--- src/rtl/cmp_settings.svh ---
/* completion manager settings
   channel and engine counts, widths, record layout and the write ID tag */
`ifndef CMP_SETTINGS_SVH
`define CMP_SETTINGS_SVH

`define CMP_CHANNELS      4
`define CMP_ENGINES       4
`define CMP_CHAN_W        2

`define CMP_RECORD_W      512
`define CMP_WRITE_W       1024
`define CMP_COUNT_W       30
// interrupt request flag inside a completion record
`define CMP_IRQ_FLAG_BIT  34

`define CMP_ADDR_W        64
`define CMP_HANDLE_W      64
`define CMP_CTX_W         9

`define CMP_ID_TAG        3'b101
`define CMP_AXI_ID_W      5

`endif

--- src/rtl/cmp_pkg.sv ---
/* completion manager types
   record, channel configuration, local write request and interrupt payload */
`default_nettype none
`include "cmp_settings.svh"

package cmp_pkg;

    // one record, stored raw and decoded for its interrupt flag
    typedef union packed {
        logic [`CMP_RECORD_W-1:0] raw;
        struct packed {
            logic [`CMP_RECORD_W-`CMP_IRQ_FLAG_BIT-2:0] hi;
            logic                                       irq_flag;
            logic [`CMP_IRQ_FLAG_BIT-1:0]               lo;
        } fields;
    } cmp_record_u;

    typedef struct packed {
        logic [`CMP_ADDR_W-1:0]   addr;
        logic [`CMP_HANDLE_W-1:0] obj_handle;
        logic [`CMP_COUNT_W-1:0]  last_id;
    } cmp_chan_cfg_t;

    typedef struct packed {
        logic [`CMP_ADDR_W-1:0]   addr;
        logic [`CMP_AXI_ID_W-1:0] axi_id;
        logic [`CMP_WRITE_W-1:0]  data;
    } cmp_write_req_t;

    typedef struct packed {
        logic [`CMP_CTX_W-1:0]    ctx;
        logic [`CMP_HANDLE_W-1:0] src;
    } cmp_irq_t;

    // fixed priority, lowest channel first
    function automatic logic [`CMP_CHAN_W-1:0] cmp_lowest_chan(
        input logic [`CMP_CHANNELS-1:0] req
    );
        logic [`CMP_CHAN_W-1:0] idx;
        idx = '0;
        for (int c = `CMP_CHANNELS - 1; c >= 0; c--) begin
            if (req[c]) begin
                idx = c[`CMP_CHAN_W-1:0];
            end
        end
        return idx;
    endfunction

endpackage

`default_nettype wire

--- src/rtl/cmp_progress_tracker.sv ---
/* completion progress tracker
   counts accepted writes per channel and flags when a channel is complete */
`timescale 1ns/1ps
`default_nettype none
`include "cmp_settings.svh"

module cmp_progress_tracker (
    input  logic                                        clk,
    input  logic                                        resetn,
    input  logic                                        manager_start,
    input  logic [`CMP_CHANNELS-1:0]                    channel_done,
    input  logic [`CMP_CHANNELS-1:0]                    wr_accept,
    input  cmp_pkg::cmp_chan_cfg_t [`CMP_CHANNELS-1:0]  chan_cfg,
    output logic [`CMP_CHANNELS-1:0][`CMP_COUNT_W-1:0]  counts,
    output logic [`CMP_CHANNELS-1:0]                    completion_done
);
    localparam int CHANNELS = `CMP_CHANNELS;

    logic [CHANNELS-1:0] done_latch;

    // count starts at 1 so the first record carries 1
    always_ff @(posedge clk or negedge resetn) begin
        if (!resetn) begin
            counts <= '0;
        end else begin
            for (int c = 0; c < CHANNELS; c++) begin
                if (manager_start) begin
                    counts[c] <= `CMP_COUNT_W'(1);
                end else if (wr_accept[c]) begin
                    counts[c] <= counts[c] + 1'b1;
                end
            end
        end
    end

    always_ff @(posedge clk or negedge resetn) begin
        if (!resetn) begin
            done_latch <= '0;
        end else if (manager_start) begin
            done_latch <= '0;
        end else begin
            done_latch <= done_latch | channel_done;
        end
    end

    always_comb begin
        for (int c = 0; c < CHANNELS; c++) begin
            completion_done[c] = done_latch[c] & (counts[c] > chan_cfg[c].last_id);
        end
    end

endmodule

`default_nettype wire

--- config.mk ---
export PLATFORM = sky130hd
export DESIGN_NAME = cmp_progress_tracker
export DESIGN_NICKNAME = d
export VERILOG_FILES = /design/src/rtl/cmp_pkg.sv /design/src/rtl/cmp_progress_tracker.sv
export VERILOG_INCLUDE_DIRS = /design/src /design/src/rtl
export SDC_FILE = /design/constraint.sdc
export NUM_CORES = 1
export LEC_CHECK = 0
export ABC_AREA = 1
export BUFFER_PORTS_ARGS = -buffer_cell sky130_fd_sc_hd__buf_2
export CAP_MARGIN = 20
export CORE_AREA = 2 2 297 299
export DETAILED_ROUTE_END_ITERATION = 8
export DIE_AREA = 0 0 299 301
export PLACE_DENSITY = 0.36
export RECOVER_POWER = 100
export SKIP_LAST_GASP = 1
export SYNTH_ARGS = -nofsm -noshare
export SYNTH_HDL_FRONTEND = slang
export SYNTH_SLANG_ARGS = --single-unit
--- constraint.sdc ---
create_clock -name clk -period 2.4 [get_ports clk]
set_input_delay 0.48 -clock clk [delete_from_list [all_inputs] [get_ports clk]]
set_output_delay 0.48 -clock clk [all_outputs]
set_load 0.01 [all_outputs]
* Word-level counts from Yosys, hierarchy flattened
Cells that the tools add are included.
** Operators by class
- Add/subtract/negate cells :: 4
- Magnitude comparators :: 4
- Mux-type cells :: 9
- Bitwise operators :: 5
- Reductions and logical operators :: 4
** Operator list (number)
- $mux W30 :: 8
- $add A30 B1 Y30 const B :: 4
- $gt A30 B30 Y1 :: 4
- $reduce_bool A2 Y1 :: 4
- $and A1 B1 Y1 :: 4
- $mux W4 :: 1
- $or A4 B4 Y4 :: 1
** Storage, ports and cells
- Flip-flop bits (word level) :: 124
- Input port bits :: 643

* Depth between registers and ports, before layout
- Depth in word-level cells :: 3
- Mapped depth :: 11

* Worst setup path after synthesis
Ideal clock, no wire load.
- Path type :: input port to output port
- Start point :: input port chan_cfg[171] (netlist bit)
- End point :: output port completion_done[1]
- Data arrival time :: 1500 ps
- Required time :: 1920 ps
- Slack :: 420 ps
- Stages on the path :: 10
- Cells stage by stage :: inv_1 -> ha_1 -> nand2_1 -> nor2_1 -> nand2_1 -> nor2_1 -> nand2_1 -> nand2_1 -> nand2_1 -> a21oi_1
** On the way
- Cells in the longest elaborated chain, start to end :: 2
** Ends and longest elaborated chain
- start: declaration :: line cmp_progress_tracker.sv:13 : input cmp_pkg::cmp_chan_cfg_t [`CMP_CHANNELS-1:0] chan_cfg,
- $gt A30 B30 Y1 :: line cmp_progress_tracker.sv:48 : completion_done[c] = done_latch[c] & (counts[c] > chan_cfg[c].last_id);
- $and A1 B1 Y1 :: line cmp_progress_tracker.sv:48
- end: declaration :: line cmp_progress_tracker.sv:15 : output logic [`CMP_CHANNELS-1:0] completion_done
Every way passes these cells.

* Worst setup path in the final report
- Start point :: register counts[17] (netlist bit)
- End point :: output port completion_done[0]
** On the way
- Cells in the longest elaborated chain, start to end :: 2
** Ends and longest elaborated chain
- start: declaration :: line cmp_progress_tracker.sv:14 : output logic [`CMP_CHANNELS-1:0][`CMP_COUNT_W-1:0] counts,
- start signal: indexed assignment :: line cmp_progress_tracker.sv:28 : counts[c] <= `CMP_COUNT_W'(1);
- start signal: indexed assignment :: line cmp_progress_tracker.sv:30 : counts[c] <= counts[c] + 1'b1;
- $gt A30 B30 Y1 :: line cmp_progress_tracker.sv:48
- $and A1 B1 Y1 :: line cmp_progress_tracker.sv:48
Every way passes these cells.

==> reports/metrics.cfg <==
[synth]
synth.avg_cell_area_um2 = 6.47
synth_fp_nets = 2393
netlist_area_mm2 = 0.0105
ys_types = 35
synth-seq-cells = 124
synth_top_area_cell = dfrtp_1
synth_warnings = 0
syn-instance-count = 1626
synth_top_area_frac = 0.295
yosysSeqAreaShare = 0.295
yosys-top-cells-area = dfrtp_1, nand2_1, ha_1

[critical_path]
crit_type = register to output port
cp-startpoint = counts[17]
end_kind = output port
crit_arrival_ns = 2.14
reg2regPathDepth = 8
timing.rr.start = counts[94]
crit_path_max_fanout = 5
r2r_end = counts[107]
cp_slowest_cell = dfrtp_1
crit_top_cell = nand2_1
crit_chain = ha_1 -> nand2_1 -> inv_1 -> nand4_1 -> nor2_2 -> nand2_1 -> a21oi_2 -> buf_4
slowest_delay_ns = 0.46
reg2reg_slack_ns = 0.15
startpoint_type = register
endpoint = completion_done[0]
crit_required_ns = 1.92

[clock_tree]
cts_tree = built
numCtsBuffers = 17
clk_latency_ns = 0.48
cts_root_buf = clkbuf_16
h-tree-depth = 4
clock-sinks = 124
cts_buffer_depth = 2
path_clk_slew_ns = 0.07

[power]
p_total_w = 0.00561
power.density_mw_per_mm2 = 379
ir_worst_vdd_uv = 435
leakage_nw = 7.70

[die]
io_pins = 767
die_h_um = 301
dieArea_mm2 = 0.0900
std_cell_rows = 108
fp.dieW_um = 299
core_area_mm2 = 0.0865
initial_core_util = 0.122

[cells_and_area]
fillers = 10147
layout_common_cells = nand2_1, inv_1, nor2_1
syn_to_final_growth_pct = 40.8
multi_input_area_mm2 = 0.00640
fin_cells = 3181
regArea_mm2 = 0.00311
num-nets-final = 2779
layout_commonest_cell = nand2_1
final_util = 0.171
layout-drive-gt1-share = 0.204

[route]
wirelength_um = 47900
via_per_inst = 3.47
ant_nets = 0
vias = 11036
drc_errors = 0
wl_per_cell_um = 15.1
first_iter_violations = 467
first_pass_iters = 5

[timing]
fin_skew_ns = 0.0122
layout_setup_ws_ns = -0.221
finalHoldViolCount = 0
worstMarginPinSlew_ns = 2.00
max_freq_ghz = 0.382
setup_viol = 4
rsz0062_at_grt = true
slew_headroom = -0.330
final_max_slew_viol_count = 23
min_period_over_period = 1.09
fin_crit_ns = 2.62

[placed_design]
gp_congestion = 0.773
portBuffers = 254
dp_hpwl_um = 40300
dpl.cell_count = 3137

[grt]
grt_max_degree = 53
grt_pass1_wl_um = 70100
grt_pass1_vias = 10925
grt.total_usage = 0.107
grt_overflow = 0
antenna_found_initial = 8

[run]
max_cap_viol_count = 1

[hold_path]
worstHoldPathCells = 3
hp-class = primary input to register

[outcome]
violations = capacitance limit, slew limit, setup timing
status = finished with violations

[registers in the layout (all words and copies together) (netlist names)]
name / count
done_latch: 4
counts: 120
[cells in the mapped netlist, drive strengths merged]
master,n
inv,336
nand2,453
nor3,27
o21bai,4
ha,124
and2,1
clkinv,1
a221oi,2
dfrtp,124
o21ba,1
and3,2
nand3,92
o21a,6
a21oi,91
o21ai,39
a31oi,4
nor4,2
a21o,4
a31o,1
buf,13
o211ai,1
clkbuf,6
nand4,35
nor2,257
[worst min-delay path by stage]
stage | startpoint | endpoint | slack [ns]
after floorplan | resetn | counts[0] | 0.18
after global placement | resetn | done_latch[3] | 0.48
after detailed placement | resetn | done_latch[3] | 0.48
after CTS | channel_done[3] | done_latch[3] | 0.18
after global routing | channel_done[3] | done_latch[3] | 0.19
final | channel_done[0] | done_latch[0] | 0.21
[area by class of cell]
type                    count  share of cell area
flip-flops and latches    124               0.210
repair buffers            386               0.134
well taps                1155              0.0976
clock buffers              21              0.0311
diodes                      1            0.000169
clock inverters            11             0.00963
inverters                 337              0.0855
multi-input cells        1146               0.432
[worst max-delay path: cells and delay by family, from the launching register on]
kind / cells / cell delay [ns]
flip-flops: 1 / 0.46
buffers and inverters: 2 / 0.21
adder cells (fa/ha/maj): 1 / 0.33
AO/OA/AOI/OAI: 1 / 0.13
AND/OR/NAND/NOR: 4 / 0.53
[power breakdown]
| group | total, W | internal (W) | switching [W] | leakage (nW) |
|---|---|---|---|---|
| Clock | 0.00283 | 0.00168 | 0.00115 | 0.293 |
| Combinational | 0.000650 | 0.000245 | 0.000405 | 5.71 |
| Sequential | 0.00213 | 0.00211 | 0.0000204 | 1.70 |
| Total | 0.00561 | 0.00404 | 0.00157 | 7.70 |
[logic make-up (layout without fill, tap and decap cells)]
kind of cell               Yosys count  in the layout  share of synthesized area
DFF                                124            124                      0.295
and+or+nand+nor                    869            869                      0.351
adders and majority gates          124            124                      0.147
other                                0              1                          0
AOI/OAI and AO/OA                  153            153                     0.0784
buffers and inverters              356            755                      0.129
[metal layers]
metal / track usage / share of wire
met5: 0 / 0.00054
met1: 0.122 / 0.42
met3: 0.0331 / 0.055
met4: 0.0249 / 0.015
met2: 0.192 / 0.51
[through the flow]
step | area, um^2 | hold slack (ns) | setup TNS [ns] | setup slack (ns)
after global routing | 14800 | 0.195 | -6.71 | -0.387
after floorplan | 10500 | 0.184 | 0 | 0.420
after CTS | 14800 | 0.179 | -1.16 | -0.360
after detailed placement | 14100 | 0.481 | -0.385 | -0.162
after global placement | 14100 | 0.479 | -0.458 | -0.184
final | 14800 | 0.213 | -0.774 | -0.221
[what timing repair did]
item,CTS,global route
pin swaps,32,44
setup buffers,5,5
hold buffers,1,0
setup endpoints to repair,4,4
gates resized for setup,24,68
hold endpoints to repair,30,0
gates cloned,0,0
(Power assumes the default switching activity.)
