===== src/rtl/cmp_settings.svh =====
/* completion manager settings
   channel and engine counts, widths, record layout and the write ID tag */
`ifndef CMP_SETTINGS_SVH
`define CMP_SETTINGS_SVH

`define CMP_CHANNELS      4
`define CMP_ENGINES       4
`define CMP_CHAN_W        2

`define CMP_RECORD_W      512
`define CMP_WRITE_W       1024
`define CMP_COUNT_W       30
// interrupt request flag inside a completion record
`define CMP_IRQ_FLAG_BIT  34

`define CMP_ADDR_W        64
`define CMP_HANDLE_W      64
`define CMP_CTX_W         9

`define CMP_ID_TAG        3'b101
`define CMP_AXI_ID_W      5

`endif


===== src/rtl/cmp_pkg.sv =====
/* completion manager types
   record, channel configuration, local write request and interrupt payload */
`default_nettype none
`include "cmp_settings.svh"

package cmp_pkg;

    // one record, stored raw and decoded for its interrupt flag
    typedef union packed {
        logic [`CMP_RECORD_W-1:0] raw;
        struct packed {
            logic [`CMP_RECORD_W-`CMP_IRQ_FLAG_BIT-2:0] hi;
            logic                                       irq_flag;
            logic [`CMP_IRQ_FLAG_BIT-1:0]               lo;
        } fields;
    } cmp_record_u;

    typedef struct packed {
        logic [`CMP_ADDR_W-1:0]   addr;
        logic [`CMP_HANDLE_W-1:0] obj_handle;
        logic [`CMP_COUNT_W-1:0]  last_id;
    } cmp_chan_cfg_t;

    typedef struct packed {
        logic [`CMP_ADDR_W-1:0]   addr;
        logic [`CMP_AXI_ID_W-1:0] axi_id;
        logic [`CMP_WRITE_W-1:0]  data;
    } cmp_write_req_t;

    typedef struct packed {
        logic [`CMP_CTX_W-1:0]    ctx;
        logic [`CMP_HANDLE_W-1:0] src;
    } cmp_irq_t;

    // fixed priority, lowest channel first
    function automatic logic [`CMP_CHAN_W-1:0] cmp_lowest_chan(
        input logic [`CMP_CHANNELS-1:0] req
    );
        logic [`CMP_CHAN_W-1:0] idx;
        idx = '0;
        for (int c = `CMP_CHANNELS - 1; c >= 0; c--) begin
            if (req[c]) begin
                idx = c[`CMP_CHAN_W-1:0];
            end
        end
        return idx;
    endfunction

endpackage

`default_nettype wire


===== src/rtl/cmp_irq_merge.sv =====
/* interrupt merger
   serves channel interrupt requests and action interrupts over one host interrupt */
`timescale 1ns/1ps
`default_nettype none
`include "cmp_settings.svh"

module cmp_irq_merge (
    input  logic                                        clk,
    input  logic                                        resetn,
    input  logic [`CMP_CHANNELS-1:0]                    irq_pulse,
    input  cmp_pkg::cmp_chan_cfg_t [`CMP_CHANNELS-1:0]  chan_cfg,
    input  logic                                        action_interrupt,
    input  cmp_pkg::cmp_irq_t                           action_irq,
    input  logic                                        odma_interrupt_ack,
    output logic                                        odma_interrupt,
    output cmp_pkg::cmp_irq_t                           odma_irq,
    output logic                                        action_interrupt_ack
);
    import cmp_pkg::*;

    localparam int CHANNELS = `CMP_CHANNELS;
    localparam int CHAN_W   = `CMP_CHAN_W;

    logic [CHANNELS-1:0] chan_req;
    logic [CHAN_W-1:0]   irq_chan;
    logic                serving_action;
    logic                chan_ack;

    // ack goes to whichever source owns the interrupt
    assign chan_ack             = odma_interrupt & odma_interrupt_ack & ~serving_action;
    assign action_interrupt_ack = odma_interrupt & odma_interrupt_ack & serving_action;

    // a new flagged record wins over the clear of the served request
    always_ff @(posedge clk or negedge resetn) begin
        if (!resetn) begin
            chan_req <= '0;
        end else begin
            for (int c = 0; c < CHANNELS; c++) begin
                if (irq_pulse[c]) begin
                    chan_req[c] <= 1'b1;
                end else if (chan_ack && (irq_chan == CHAN_W'(c))) begin
                    chan_req[c] <= 1'b0;
                end
            end
        end
    end

    // channels before the action, source fixed while served
    always_ff @(posedge clk or negedge resetn) begin
        if (!resetn) begin
            odma_interrupt <= 1'b0;
            serving_action <= 1'b0;
            irq_chan       <= '0;
        end else if (odma_interrupt) begin
            if (odma_interrupt_ack) begin
                odma_interrupt <= 1'b0;
            end
        end else if (|chan_req) begin
            odma_interrupt <= 1'b1;
            serving_action <= 1'b0;
            irq_chan       <= cmp_lowest_chan(chan_req);
        end else if (action_interrupt) begin
            odma_interrupt <= 1'b1;
            serving_action <= 1'b1;
        end
    end

    assign odma_irq.ctx = serving_action ? action_irq.ctx : '0;
    assign odma_irq.src = serving_action ? action_irq.src : chan_cfg[irq_chan].obj_handle;

endmodule

`default_nettype wire


===== config.mk =====
export PLATFORM = sky130hd
export DESIGN_NAME = cmp_irq_merge
export DESIGN_NICKNAME = d
export VERILOG_FILES = /design/src/rtl/cmp_pkg.sv /design/src/rtl/cmp_irq_merge.sv
export VERILOG_INCLUDE_DIRS = /design/src /design/src/rtl
export SDC_FILE = /design/constraint.sdc
export NUM_CORES = 1
export LEC_CHECK = 0
export BUFFER_PORTS_ARGS = -buffer_cell sky130_fd_sc_hd__buf_2
export CELL_PAD_IN_SITES_DETAIL_PLACEMENT = 1
export CELL_PAD_IN_SITES_GLOBAL_PLACEMENT = 2
export CORE_AREA = 8 8 303 305
export CTS_CLUSTER_DIAMETER = 30
export CTS_CLUSTER_SIZE = 30
export DETAILED_ROUTE_END_ITERATION = 10
export DIE_AREA = 0 0 311 313
export PLACE_DENSITY = 0.44
export REMOVE_ABC_BUFFERS = 1
export SYNTH_ARGS = -nofsm -noshare
export SYNTH_HDL_FRONTEND = slang
export SYNTH_SLANG_ARGS = --single-unit
export TNS_END_PERCENT = 50

===== constraint.sdc =====
create_clock -name clk -period 1.9 [get_ports clk]
set_input_delay 0.57 -clock clk [delete_from_list [all_inputs] [get_ports clk]]
set_output_delay 0.57 -clock clk [all_outputs]
set_load 0.05 [all_outputs]

# Word-level counts from Yosys, hierarchy flattened

Cells that the tools add are included.

Magnitude comparators: 1
Equality and inequality tests: 3
Mux-type cells: 22
Bitwise gates (word level): 5
Reduce and logical (&&, ||, !) cells: 13

Operators with widths:

| kind                                                                  | count |
|---|---|
| 158-bit binary-select mux with 2-bit select                           | 1 |
| 94-bit two-way mux                                                    | 1 |
| 64-bit two-way mux                                                    | 1 |
| 1-bit two-way mux                                                     | 14 |
| 2-bit nonzero test                                                    | 5 |
| 9-bit two-way mux                                                     | 1 |
| 2-bit two-way mux                                                     | 4 |
| 2-bit == test (second input constant)                                 | 2 |
| 1-bit logical AND                                                     | 4 |
| 2-bit AND reduction                                                   | 2 |
| 4-bit OR reduction                                                    | 1 |
| 1-bit AND                                                             | 3 |
| 2-bit by 3-bit < comparator with 1-bit output (second input constant) | 1 |
| 2-bit by 1-bit == test with 1-bit output (second input constant)      | 1 |
| 2-bit zero test                                                       | 1 |
| 1-bit inverter                                                        | 2 |

Flip-flop bits (word level): 8
Bits of input ports: 713
Output and inout bits: 75
Word-level logic and storage cells: 51

# Logic depth before layout (Yosys ltp)

Gate-level depths: netlist of the first run.

Depth after elaboration: 5
Depth in mapped cells: 6
Depth with buffers taken out: 3

# Least setup slack after synthesis of the first run

Ideal clock, no wire load.

Path type: flip-flop to output port
From: register serving_action
To: output odma_irq[29] in the netlist's numbering
Data arrival time: 2.133 ns
Slack: -0.803 ns
Cell stages (with the launch flop): 5
Path buffers: 2
Path through: dfrtp_1 clkbuf_1 buf_2 o31ai_1 a211oi_1

RTL lines:

| element                | line                | source |
|---|---|---|
| start, declared        | cmp_irq_merge.sv:26 | `logic serving_action;` |
| start signal, assigned | cmp_irq_merge.sv:52 | `serving_action <= 1'b0;` |
| start signal, assigned | cmp_irq_merge.sv:60 | `serving_action <= 1'b0;` |
| start signal, assigned | cmp_irq_merge.sv:64 | `serving_action <= 1'b1;` |
| end, declared          | cmp_irq_merge.sv:16 | `output cmp_pkg::cmp_irq_t odma_irq,` |

==> impl_metrics.env, run 1 <==
export IMPL_routed_wl_mm=43.0
export IMPL_period_share_pct=136
export IMPL_final_max_slew_violation_count=0
export IMPL_vias=5380
export IMPL_pre_cts_ws_ps=-796
export IMPL_clk_latency_ps=240
export IMPL_whs_ps=187
export IMPL_clk_pin_slew_ps=40
export IMPL_portBuffers=411
export IMPL_n_fill_cell=10478
export IMPL_p_leak_nw=3.85
export IMPL_io_pins=788
export IMPL_core_area_um2=87300
export IMPL_finalInstanceArea_um2=9110
export IMPL_period_minus_slack_ps=2590
export IMPL_hold_viol_final=0
export IMPL_finalNonFillerCells=2055
export IMPL_synthToLayoutAreaGrowth_pct=207
export IMPL_fin_skew_ps=6.02
export IMPL_drtPass1Iterations=4
export IMPL_power_density_nw_per_um2=2250
export IMPL_via_per_inst=2.62
export IMPL_numCtsBuffers=3
export IMPL_failed_checks="setup timing"
export IMPL_setup_tns_final_ps=-39430
export IMPL_holdCritPathClass="in2async"
export IMPL_syn_area_per_cell_um2=7.23
export IMPL_synthCells=411
export IMPL_wl_per_cell_um=20.9
export IMPL_ctsHoldBuffers=0
export IMPL_synth_warnings=0
export IMPL_place_area_um2=7760
export IMPL_die_h_um=313
export IMPL_crit_path_start_kind="flip-flop"
export IMPL_max_stage_delay_ps=550
export IMPL_synthArstFlopShare_pct=100
export IMPL_ys_seq_area_share_pct=6.74
export IMPL_drc_errors=0
export IMPL_critPathSlowestCell="dfrtp_4"
export IMPL_start_util_pct=3.40
export IMPL_setup_slack_ps=-688
export IMPL_cts_buffer_depth=2
export IMPL_crit_top_cell="buf_12"
export IMPL_ant_nets=0
export IMPL_setup_viol=74
export IMPL_status="finished, violations left"
export IMPL_synth_edff_count=0
export IMPL_layout_common_cells="buf_2, buf_4, buf_12"
export IMPL_rsz0062_at_grt="yes"
export IMPL_synth_ff_latch_count=8
export IMPL_max_freq_mhz=386
export IMPL_row_count=109
export IMPL_clockRootBuffer="clkbuf_16"
export IMPL_placed_cells=2032
export IMPL_relSlewSlack_pct=57.2
export IMPL_cp_buffers_inverters=4
export IMPL_dieArea_um2=97300
export IMPL_grt_pass1_vias=6196
export IMPL_gp_congestion=0.832
export IMPL_antenna_found_initial=32
export IMPL_maxCapViolations=0
export IMPL_ys_types=28
export IMPL_crit_arrival_ps=2020
export IMPL_netlist_area_um2=2970
export IMPL_drt_initial_drc_count=158
export IMPL_die_w_um=311
export IMPL_vdd_drop_max_v=0.000936
export IMPL_grt_overflow=0
export IMPL_drive_gt1_share_pct=71.4
export IMPL_cts_sinks=8
export IMPL_required_ps=1330
export IMPL_critPathTopFamily="buffers and inverters"
export IMPL_synthFlopType="dfrtp_1"
export IMPL_mostFrequentLayoutCell="buf_2"
export IMPL_worst_pin_slew_ps=624
export IMPL_dp_hpwl_mm=38.0
export IMPL_cp_end_kind="output pin"
export IMPL_grt_pass1_wl_mm=55.4
export IMPL_cp_max_fo=8
export IMPL_cts_tree="built"
export IMPL_grt_max_degree=24
export IMPL_grt_use_total_pct=8.25
export IMPL_worstPathCellList="buf_12 -> buf_12 -> a222oi_1 -> buf_4 -> o21a_1 -> buf_6"
export IMPL_cts_max_level=1
export IMPL_nNetsFinal=1599
export IMPL_path_class="reg2out"
[state kept, by name (all words and copies together) (netlist names)]
signal,flops
chan_req,4
irq_chan,2
odma_interrupt,1
serving_action,1
[per-stage QoR]
| step | utilization [%] | power [W] |
|---|---|---|
| after floorplan | - | 0.00766 |
| after global placement | 8.89 | 0.0176 |
| after detailed placement | 8.89 | 0.0176 |
| after CTS | 9.97 | 0.0203 |
| after global routing | 10.4 | 0.0217 |
| final | 10.4 | 0.0205 |
[per-layer routing]
layer	share of wire (%)	track usage, %
met5	0.19	0
met4	0.52	0.0316
met3	14	5.06
met2	43	13.0
met1	43	10.2
[report_power, final]
| part | switching (W) | internal (W) |
|---|---|---|
| sequential | 0.000125 | 0.000248 |
| clock | 0.0000964 | 0.000281 |
| combinational | 0.0114 | 0.00833 |
| total | 0.0117 | 0.00886 |
[worst paths after layout]
check                                                start                          to  slack (ps)  depth (start not counted)
worst max-delay path            serving_action$_DFFE_PN0P_                odma_irq[14]        -690                          6
worst max register to register  serving_action$_DFFE_PN0P_     chan_req[2]$_DFFE_PN0P_         140                          7
min in group clk                   chan_req[3]$_DFFE_PN0P_     chan_req[3]$_DFFE_PN0P_         510                          1
worst min register to register     chan_req[3]$_DFFE_PN0P_     chan_req[3]$_DFFE_PN0P_         510                          1
worst min-delay path                                resetn     irq_chan[0]$_DFFE_PN0P_         190                          1
max in group asynchronous                           resetn  serving_action$_DFFE_PN0P_        1500                          1
[cell families after synthesis]
family | count (synthesis) | share of synthesized area, %
flops | 8 | 6.74
mux | 65 | 22.5
simple gates | 132 | 21.9
compound gates | 135 | 35.8
buf+inv | 71 | 13.0
[synth_stat cells, types with 2 or more instances]
cell	number	area share, %
nor2_1	71	9.0
mux2i_1	63	21
nand2b_1	41	8.6
a211oi_1	40	10
o31ai_1	40	10
inv_1	25	3.2
a222oi_1	23	7.8
o21a_1	23	5.8
buf_2	18	3.0
clkbuf_1	14	1.8
buf_6	12	4.5
and2_1	10	2.1
dfrtp_1	8	6.7
a21o_1	2	0.51
a21oi_1	2	0.34
buf_4	2	0.51
nand4_1	2	0.42
nor2b_1	2	0.42
o21ai_0	2	0.34
o22a_1	2	0.59
or2b_1	2	0.51
[timing repair]
action                                  in CTS  in global routing
gates cloned                                 3                  3
hold endpoints to repair                     0                  0
endpoints found under the setup margin      74                 74
resized for setup                          180                 61
buffers inserted                             9                 11
pin swaps                                   18                 20
[cell type report]
type	count	area, µm²	area share (%)
clock buffers	4	78.8	0.865
diodes	5	12.5	0.137
multi-input cells	332	3140	34.4
inverters	25	93.8	1.03
well taps	1165	1460	16.0
flip-flops and latches	8	209	2.29
repair buffers	516	4130	45.3
Note: power is estimated with default switching activity, not from simulation.
==> inputs of run 2 (changes only) <==
--- a/config.mk
+++ b/config.mk
@@ -7,14 +7,12 @@
 export NUM_CORES = 1
 export LEC_CHECK = 0
 export BUFFER_PORTS_ARGS = -buffer_cell sky130_fd_sc_hd__buf_2
-export CELL_PAD_IN_SITES_DETAIL_PLACEMENT = 1
-export CELL_PAD_IN_SITES_GLOBAL_PLACEMENT = 2
-export CORE_AREA = 8 8 303 305
+export CORE_AREA = 8 8 298 300
 export CTS_CLUSTER_DIAMETER = 30
 export CTS_CLUSTER_SIZE = 30
 export DETAILED_ROUTE_END_ITERATION = 10
-export DIE_AREA = 0 0 311 313
-export PLACE_DENSITY = 0.44
+export DIE_AREA = 0 0 306 308
+export PLACE_DENSITY = 0.3
 export REMOVE_ABC_BUFFERS = 1
 export SYNTH_ARGS = -nofsm -noshare
 export SYNTH_HDL_FRONTEND = slang
==> impl_metrics.env, run 2 (same netlist as run 1, synthesis figures left out) <==
export IMPL_drtPass1Iterations=6
export IMPL_setup_slack_ps=-721
export IMPL_clk_pin_slew_ps=40
export IMPL_r2r_slack_ps=-40
export IMPL_p_sw_share_pct=55.5
export IMPL_cts_max_level=1
export IMPL_rsz0062_at_grt="yes"
export IMPL_clk_latency_ps=230
export IMPL_io_pins=788
export IMPL_top_register="chan_req"
export IMPL_path_class="reg2out"
export IMPL_worstReg2RegEnd="chan_req[3]$_DFFE_PN0P_"
export IMPL_worst_pin_slew_ps=368
export IMPL_relSlewSlack_pct=74.7
export IMPL_setup_viol=75
export IMPL_vdd_drop_max_v=0.00105
export IMPL_layout_common_cells="buf_2, buf_12, mux2i_1"
export IMPL_maxCapViolations=0
export IMPL_ctsHoldBuffers=0
export IMPL_drc_errors=0
export IMPL_cts_tree="built"
export IMPL_portBuffers=411
export IMPL_multi_input_area_um2=3250
export IMPL_numCtsBuffers=3
export IMPL_power_frac_comb_pct=96.7
export IMPL_cts_buffer_depth=2
export IMPL_power_density_nw_per_um2=2250
export IMPL_whs_ps=175
export IMPL_reg_largest_list="chan_req: 4 flops, irq_chan: 2 flops"
export IMPL_crit_arrival_ps=2050
export IMPL_grt_use_total_pct=7.27
export IMPL_vias=5330
export IMPL_p_sw_w=0.0116
export IMPL_core_area_um2=84200
export IMPL_hold_viol_final=0
export IMPL_die_w_um=306
export IMPL_cp_end_kind="output pin"
export IMPL_critPathSlowestCell="dfrtp_4"
export IMPL_clockRootBuffer="clkbuf_16"
export IMPL_pwr_share_clk_pct=1.7
export IMPL_r2r_start="serving_action$_DFFE_PN0P_"
export IMPL_grt_max_degree=37
export IMPL_nNetsFinal=1603
export IMPL_critPathTopFamily="buffers and inverters"
export IMPL_dieArea_um2=94200
export IMPL_dp_hpwl_mm=31.8
export IMPL_ant_nets=0
export IMPL_wl_per_cell_um=18.9
export IMPL_p_leak_nw=3.95
export IMPL_holdCritPathClass="in2async"
export IMPL_seq_power_share_pct=1.6
export IMPL_via_per_inst=2.69
export IMPL_cp_buffers_inverters=4
export IMPL_synthToLayoutAreaGrowth_pct=212
export IMPL_period_share_pct=138
export IMPL_antenna_found_initial=16
export IMPL_p_int_w=0.00924
export IMPL_crit_path_start_kind="flip-flop"
export IMPL_routed_wl_mm=37.6
export IMPL_pre_cts_ws_ps=-995
export IMPL_period_minus_slack_ps=2620
export IMPL_grt_pass1_vias=6150
export IMPL_drive_gt1_share_pct=73.5
export IMPL_worstPathCellList="or3_4 -> buf_12 -> buf_4 -> nor2_2 -> a211oi_4 -> buf_4 -> buf_12"
export IMPL_grt_pass1_wl_mm=48.3
export IMPL_grt_overflow=0
export IMPL_status="finished, violations left"
export IMPL_required_ps=1330
export IMPL_row_count=107
export IMPL_final_max_slew_violation_count=0
export IMPL_largest_reg_flops=4
export IMPL_max_freq_mhz=382
export IMPL_die_h_um=308
export IMPL_finalInstanceArea_um2=9260
export IMPL_mostFrequentLayoutCell="buf_2"
export IMPL_cp_max_fo=9
export IMPL_start_util_pct=3.53
export IMPL_cts_sinks=8
export IMPL_fin_skew_ps=2.27
export IMPL_failed_checks="setup timing"
export IMPL_max_stage_delay_ps=500
export IMPL_r2r_cells=10
export IMPL_drt_initial_drc_count=189
export IMPL_n_fill_cell=9776
export IMPL_ff_latch_area_um2=208
export IMPL_gp_congestion=0.835
export IMPL_setup_tns_final_ps=-38770
export IMPL_place_area_um2=7420
## run 2: cell types whose count changed in the layout (fill, tap and decap cells not counted), moves of 6 or more
cell and change:
buf_4 -18, buf_6 +16, o31ai_1 -9, a211oi_2 +7
buf_8 +7, nand2b_4 +7, nand2b_1 -6, o31ai_4 +6
## run 2: worst max path at each step
stage | startpoint | endpoint | slack, ps | cells past startpoint
floorplan | serving_action$_DFFE_PN0P_ | odma_irq[10] | -3680 | 2
global placement | irq_chan[1]$_DFFE_PN0P_ | odma_irq[7] | -970 | 7
detailed placement | irq_chan[1]$_DFFE_PN0P_ | odma_irq[7] | -990 | 7
CTS | irq_chan[1]$_DFFE_PN0P_ | odma_irq[39] | -780 | 10
global route | serving_action$_DFFE_PN0P_ | odma_irq[12] | -780 | 9
finish | serving_action$_DFFE_PN0P_ | odma_irq[7] | -720 | 7
## run 2: what timing repair did
item	CTS	global route
setup buffers	25	12
gates cloned	5	4
setup endpoints to repair	74	74
pin swaps	37	19
resized for setup	225	85
## run 2: area by class of cell
cell class	instances	share of cell area, %
clock buffer	4	0.852
sequential	8	2.24
timing repair buffer	520	46.0
antenna	4	0.108
inverter	25	1.01
tap	1090	14.7
multi-input combinational	332	35.1
## run 2: metrics by stage
| step | util [%] | power, W | cells |
|---|---|---|---|
| 4_1_cts | 10.4 | 0.0204 | 1970 |
| 5_1_grt | 11.0 | 0.0221 | 1979 |
| 3_5_place_dp | 8.81 | 0.0167 | 1937 |
| 6_report | 11.0 | 0.0208 | 1983 |
| 3_3_place_gp | 8.81 | 0.0168 | 1937 |
| 2_1_floorplan | - | 0.00766 | 365 |
## run 2: power groups by stage
stage	Combinational, W	Clock (W)	Sequential [W]
2_1_floorplan	0.00685	0	0.000810
4_1_cts	0.0198	0.000368	0.000325
3_3_place_gp	0.0165	0	0.000306
6_report	0.0201	0.000363	0.000322
5_1_grt	0.0214	0.000380	0.000334
3_5_place_dp	0.0164	0	0.000306
## run 2: layer usage
layer | wire (µm) | part of all wire [%] | vias up | global-route usage [%]
li1 | - | - | 2487 | -
met1 | 16200 | 43 | 2407 | 8.82
met2 | 16100 | 43 | 400 | 11.6
met3 | 4690 | 12 | 30 | 3.85
met4 | 561 | 1.5 | 6 | 0.988
met5 | 24 | 0.064 | - | 0
==> inputs of run 3 (changes only) <==
--- a/config.mk
+++ b/config.mk
@@ -7,11 +7,11 @@
 export NUM_CORES = 1
 export LEC_CHECK = 0
 export BUFFER_PORTS_ARGS = -buffer_cell sky130_fd_sc_hd__buf_2
-export CORE_AREA = 8 8 298 300
+export CORE_AREA = 4 4 303 305
 export CTS_CLUSTER_DIAMETER = 30
 export CTS_CLUSTER_SIZE = 30
 export DETAILED_ROUTE_END_ITERATION = 10
-export DIE_AREA = 0 0 306 308
+export DIE_AREA = 0 0 307 309
 export PLACE_DENSITY = 0.3
 export REMOVE_ABC_BUFFERS = 1
 export SYNTH_ARGS = -nofsm -noshare
==> impl_metrics.env, run 3 (same netlist as run 1, synthesis figures left out) <==
export IMPL_grt_pass1_vias=6011
export IMPL_max_stage_delay_ps=500
export IMPL_worstReg2RegEnd="chan_req[0]$_DFFE_PN0P_"
export IMPL_cts_sinks=8
export IMPL_failed_checks="setup timing"
export IMPL_cts_tree="built"
export IMPL_antenna_found_initial=10
export IMPL_period_share_pct=140
export IMPL_numCtsBuffers=3
export IMPL_holdCritPathClass="in2async"
export IMPL_clk_pin_slew_ps=40
export IMPL_p_sw_w=0.0117
export IMPL_power_density_nw_per_um2=2260
export IMPL_clockRootBuffer="clkbuf_16"
export IMPL_top_register="chan_req"
export IMPL_grt_pass1_wl_mm=46.8
export IMPL_r2r_slack_ps=60
export IMPL_total_power_w=0.0211
export IMPL_placed_cells=2032
export IMPL_final_max_slew_violation_count=0
export IMPL_wl_per_cell_um=17.6
export IMPL_ctsHoldBuffers=0
export IMPL_gp_congestion=0.807
export IMPL_p_sw_share_pct=55.2
export IMPL_fin_skew_ps=0.465
export IMPL_pwr_share_clk_pct=1.7
export IMPL_p_int_w=0.00947
export IMPL_dp_hpwl_mm=30.8
export IMPL_crit_top_cell="buf_6"
export IMPL_die_h_um=309
export IMPL_worst_pin_slew_ps=465
export IMPL_status="finished, violations left"
export IMPL_power_frac_comb_pct=96.7
export IMPL_dieArea_um2=94900
export IMPL_r2r_cells=8
export IMPL_grt_use_total_pct=7.12
export IMPL_via_per_inst=2.59
export IMPL_vias=5359
export IMPL_routed_wl_mm=36.6
export IMPL_cp_max_fo=6
export IMPL_maxCapViolations=0
export IMPL_layout_common_cells="buf_2, buf_4, buf_12"
export IMPL_grt_overflow=0
export IMPL_io_pins=788
export IMPL_r2r_start="serving_action$_DFFE_PN0P_"
export IMPL_n_fill_cell=10312
export IMPL_max_freq_mhz=375
export IMPL_crit_path_start_kind="flip-flop"
export IMPL_drt_initial_drc_count=252
export IMPL_start_util_pct=3.33
export IMPL_largest_reg_flops=4
export IMPL_crit_arrival_ps=2100
export IMPL_ff_latch_area_um2=209
export IMPL_period_minus_slack_ps=2670
export IMPL_mostFrequentLayoutCell="buf_2"
export IMPL_relSlewSlack_pct=68.7
export IMPL_finalNonFillerCells=2073
export IMPL_path_class="reg2out"
export IMPL_rsz0062_at_grt="yes"
export IMPL_cts_max_level=1
export IMPL_vdd_drop_max_v=0.00123
export IMPL_core_area_um2=89300
export IMPL_drive_gt1_share_pct=72.2
export IMPL_drtPass1Iterations=6
export IMPL_critPathSlowestCell="dfrtp_4"
export IMPL_die_w_um=307
export IMPL_portBuffers=411
export IMPL_whs_ps=176
export IMPL_reg_largest_list="chan_req: 4 flops, irq_chan: 2 flops"
export IMPL_p_leak_nw=3.96
export IMPL_required_ps=1330
export IMPL_seq_power_share_pct=1.6
export IMPL_grt_max_degree=34
export IMPL_synthToLayoutAreaGrowth_pct=215
export IMPL_setup_viol=74
export IMPL_nNetsFinal=1610
export IMPL_cts_buffer_depth=2
export IMPL_ant_nets=0
export IMPL_worstPathCellList="buf_4 -> buf_6 -> buf_4 -> or3b_4 -> buf_6 -> o21a_1 -> buf_6"
export IMPL_drc_errors=0
export IMPL_hold_viol_final=0
export IMPL_row_count=110
export IMPL_clk_latency_ps=230
export IMPL_cp_end_kind="output pin"
export IMPL_multi_input_area_um2=3110
export IMPL_setup_slack_ps=-765
-- run 3: changes by cell type in the layout (fill, tap and decap cells not counted), moves of 4 or more --
cell      delta
o31ai_1     +15
mux2i_1      -4
o31ai_4      -7
a211oi_1     +6
buf_4        +8
o31ai_2      -8
buf_16       +8
buf_12       -5
buf_8        -4
a211oi_2     -7
-- run 3: worst max path at each step --
stage	from	endpoint	slack [ps]	cells past startpoint
global placement	irq_chan[1]$_DFFE_PN0P_	odma_irq[15]	-830	7
floorplan	serving_action$_DFFE_PN0P_	odma_irq[10]	-3680	2
finish	irq_chan[1]$_DFFE_PN0P_	odma_irq[54]	-770	7
CTS	irq_chan[1]$_DFFE_PN0P_	odma_irq[15]	-780	7
global route	serving_action$_DFFE_PN0P_	odma_irq[15]	-820	8
detailed placement	serving_action$_DFFE_PN0P_	odma_irq[11]	-860	8
-- run 3: layout make-up --
class	instances	area share, %
repair buffers	527	46.9
multi-input cells	332	33.3
well taps	1176	15.7
flip-flops and latches	8	2.23
inverters	25	1.00
clock buffers	3	0.802
diodes	2	0.0535
-- run 3: power groups by stage --
stage	Clock [W]	Combinational, W	Sequential [W]
floorplan	0	0.00685	0.000810
global placement	0	0.0169	0.000330
detailed placement	0	0.0168	0.000336
CTS	0.000360	0.0203	0.000344
global route	0.000363	0.0217	0.000357
finish	0.000350	0.0204	0.000342
-- run 3: timing repair --
item	in CTS	in global routing
cloned	8	4
setup buffers	28	9
pin swaps	45	13
setup endpoints to repair	74	75
resized for setup	225	52
-- run 3: per-stage QoR --
stage	util [%]	setup slack [ps]	cell area [µm²]	TNS [ps]
final	10.5	-765	9360	-45840
after global routing	10.5	-816	9350	-49290
after CTS	10.1	-776	9040	-44520
after detailed placement	8.56	-855	7650	-33360
after global placement	8.56	-830	7650	-33070
after floorplan	-	-3680	2680	-236480
-- run 3: worst max-delay path, delay by kind of cell (launching register included) --
| kind | cells | cell delay (ps) |
|---|---|---|
| flip-flops | 1 | 500 |
| AND/OR/NAND/NOR | 1 | 420 |
| AO/OA/AOI/OAI | 1 | 220 |
| buffers and inverters | 5 | 720 |
-- run 3: per-layer routing --
layer	global-route usage, %	wire length, µm	vias up
met3	3.16	4400	29
li1	-	-	2498
met1	8.29	14600	2412
met2	12.3	16900	416
met5	0	17	-
met4	1.12	628	4
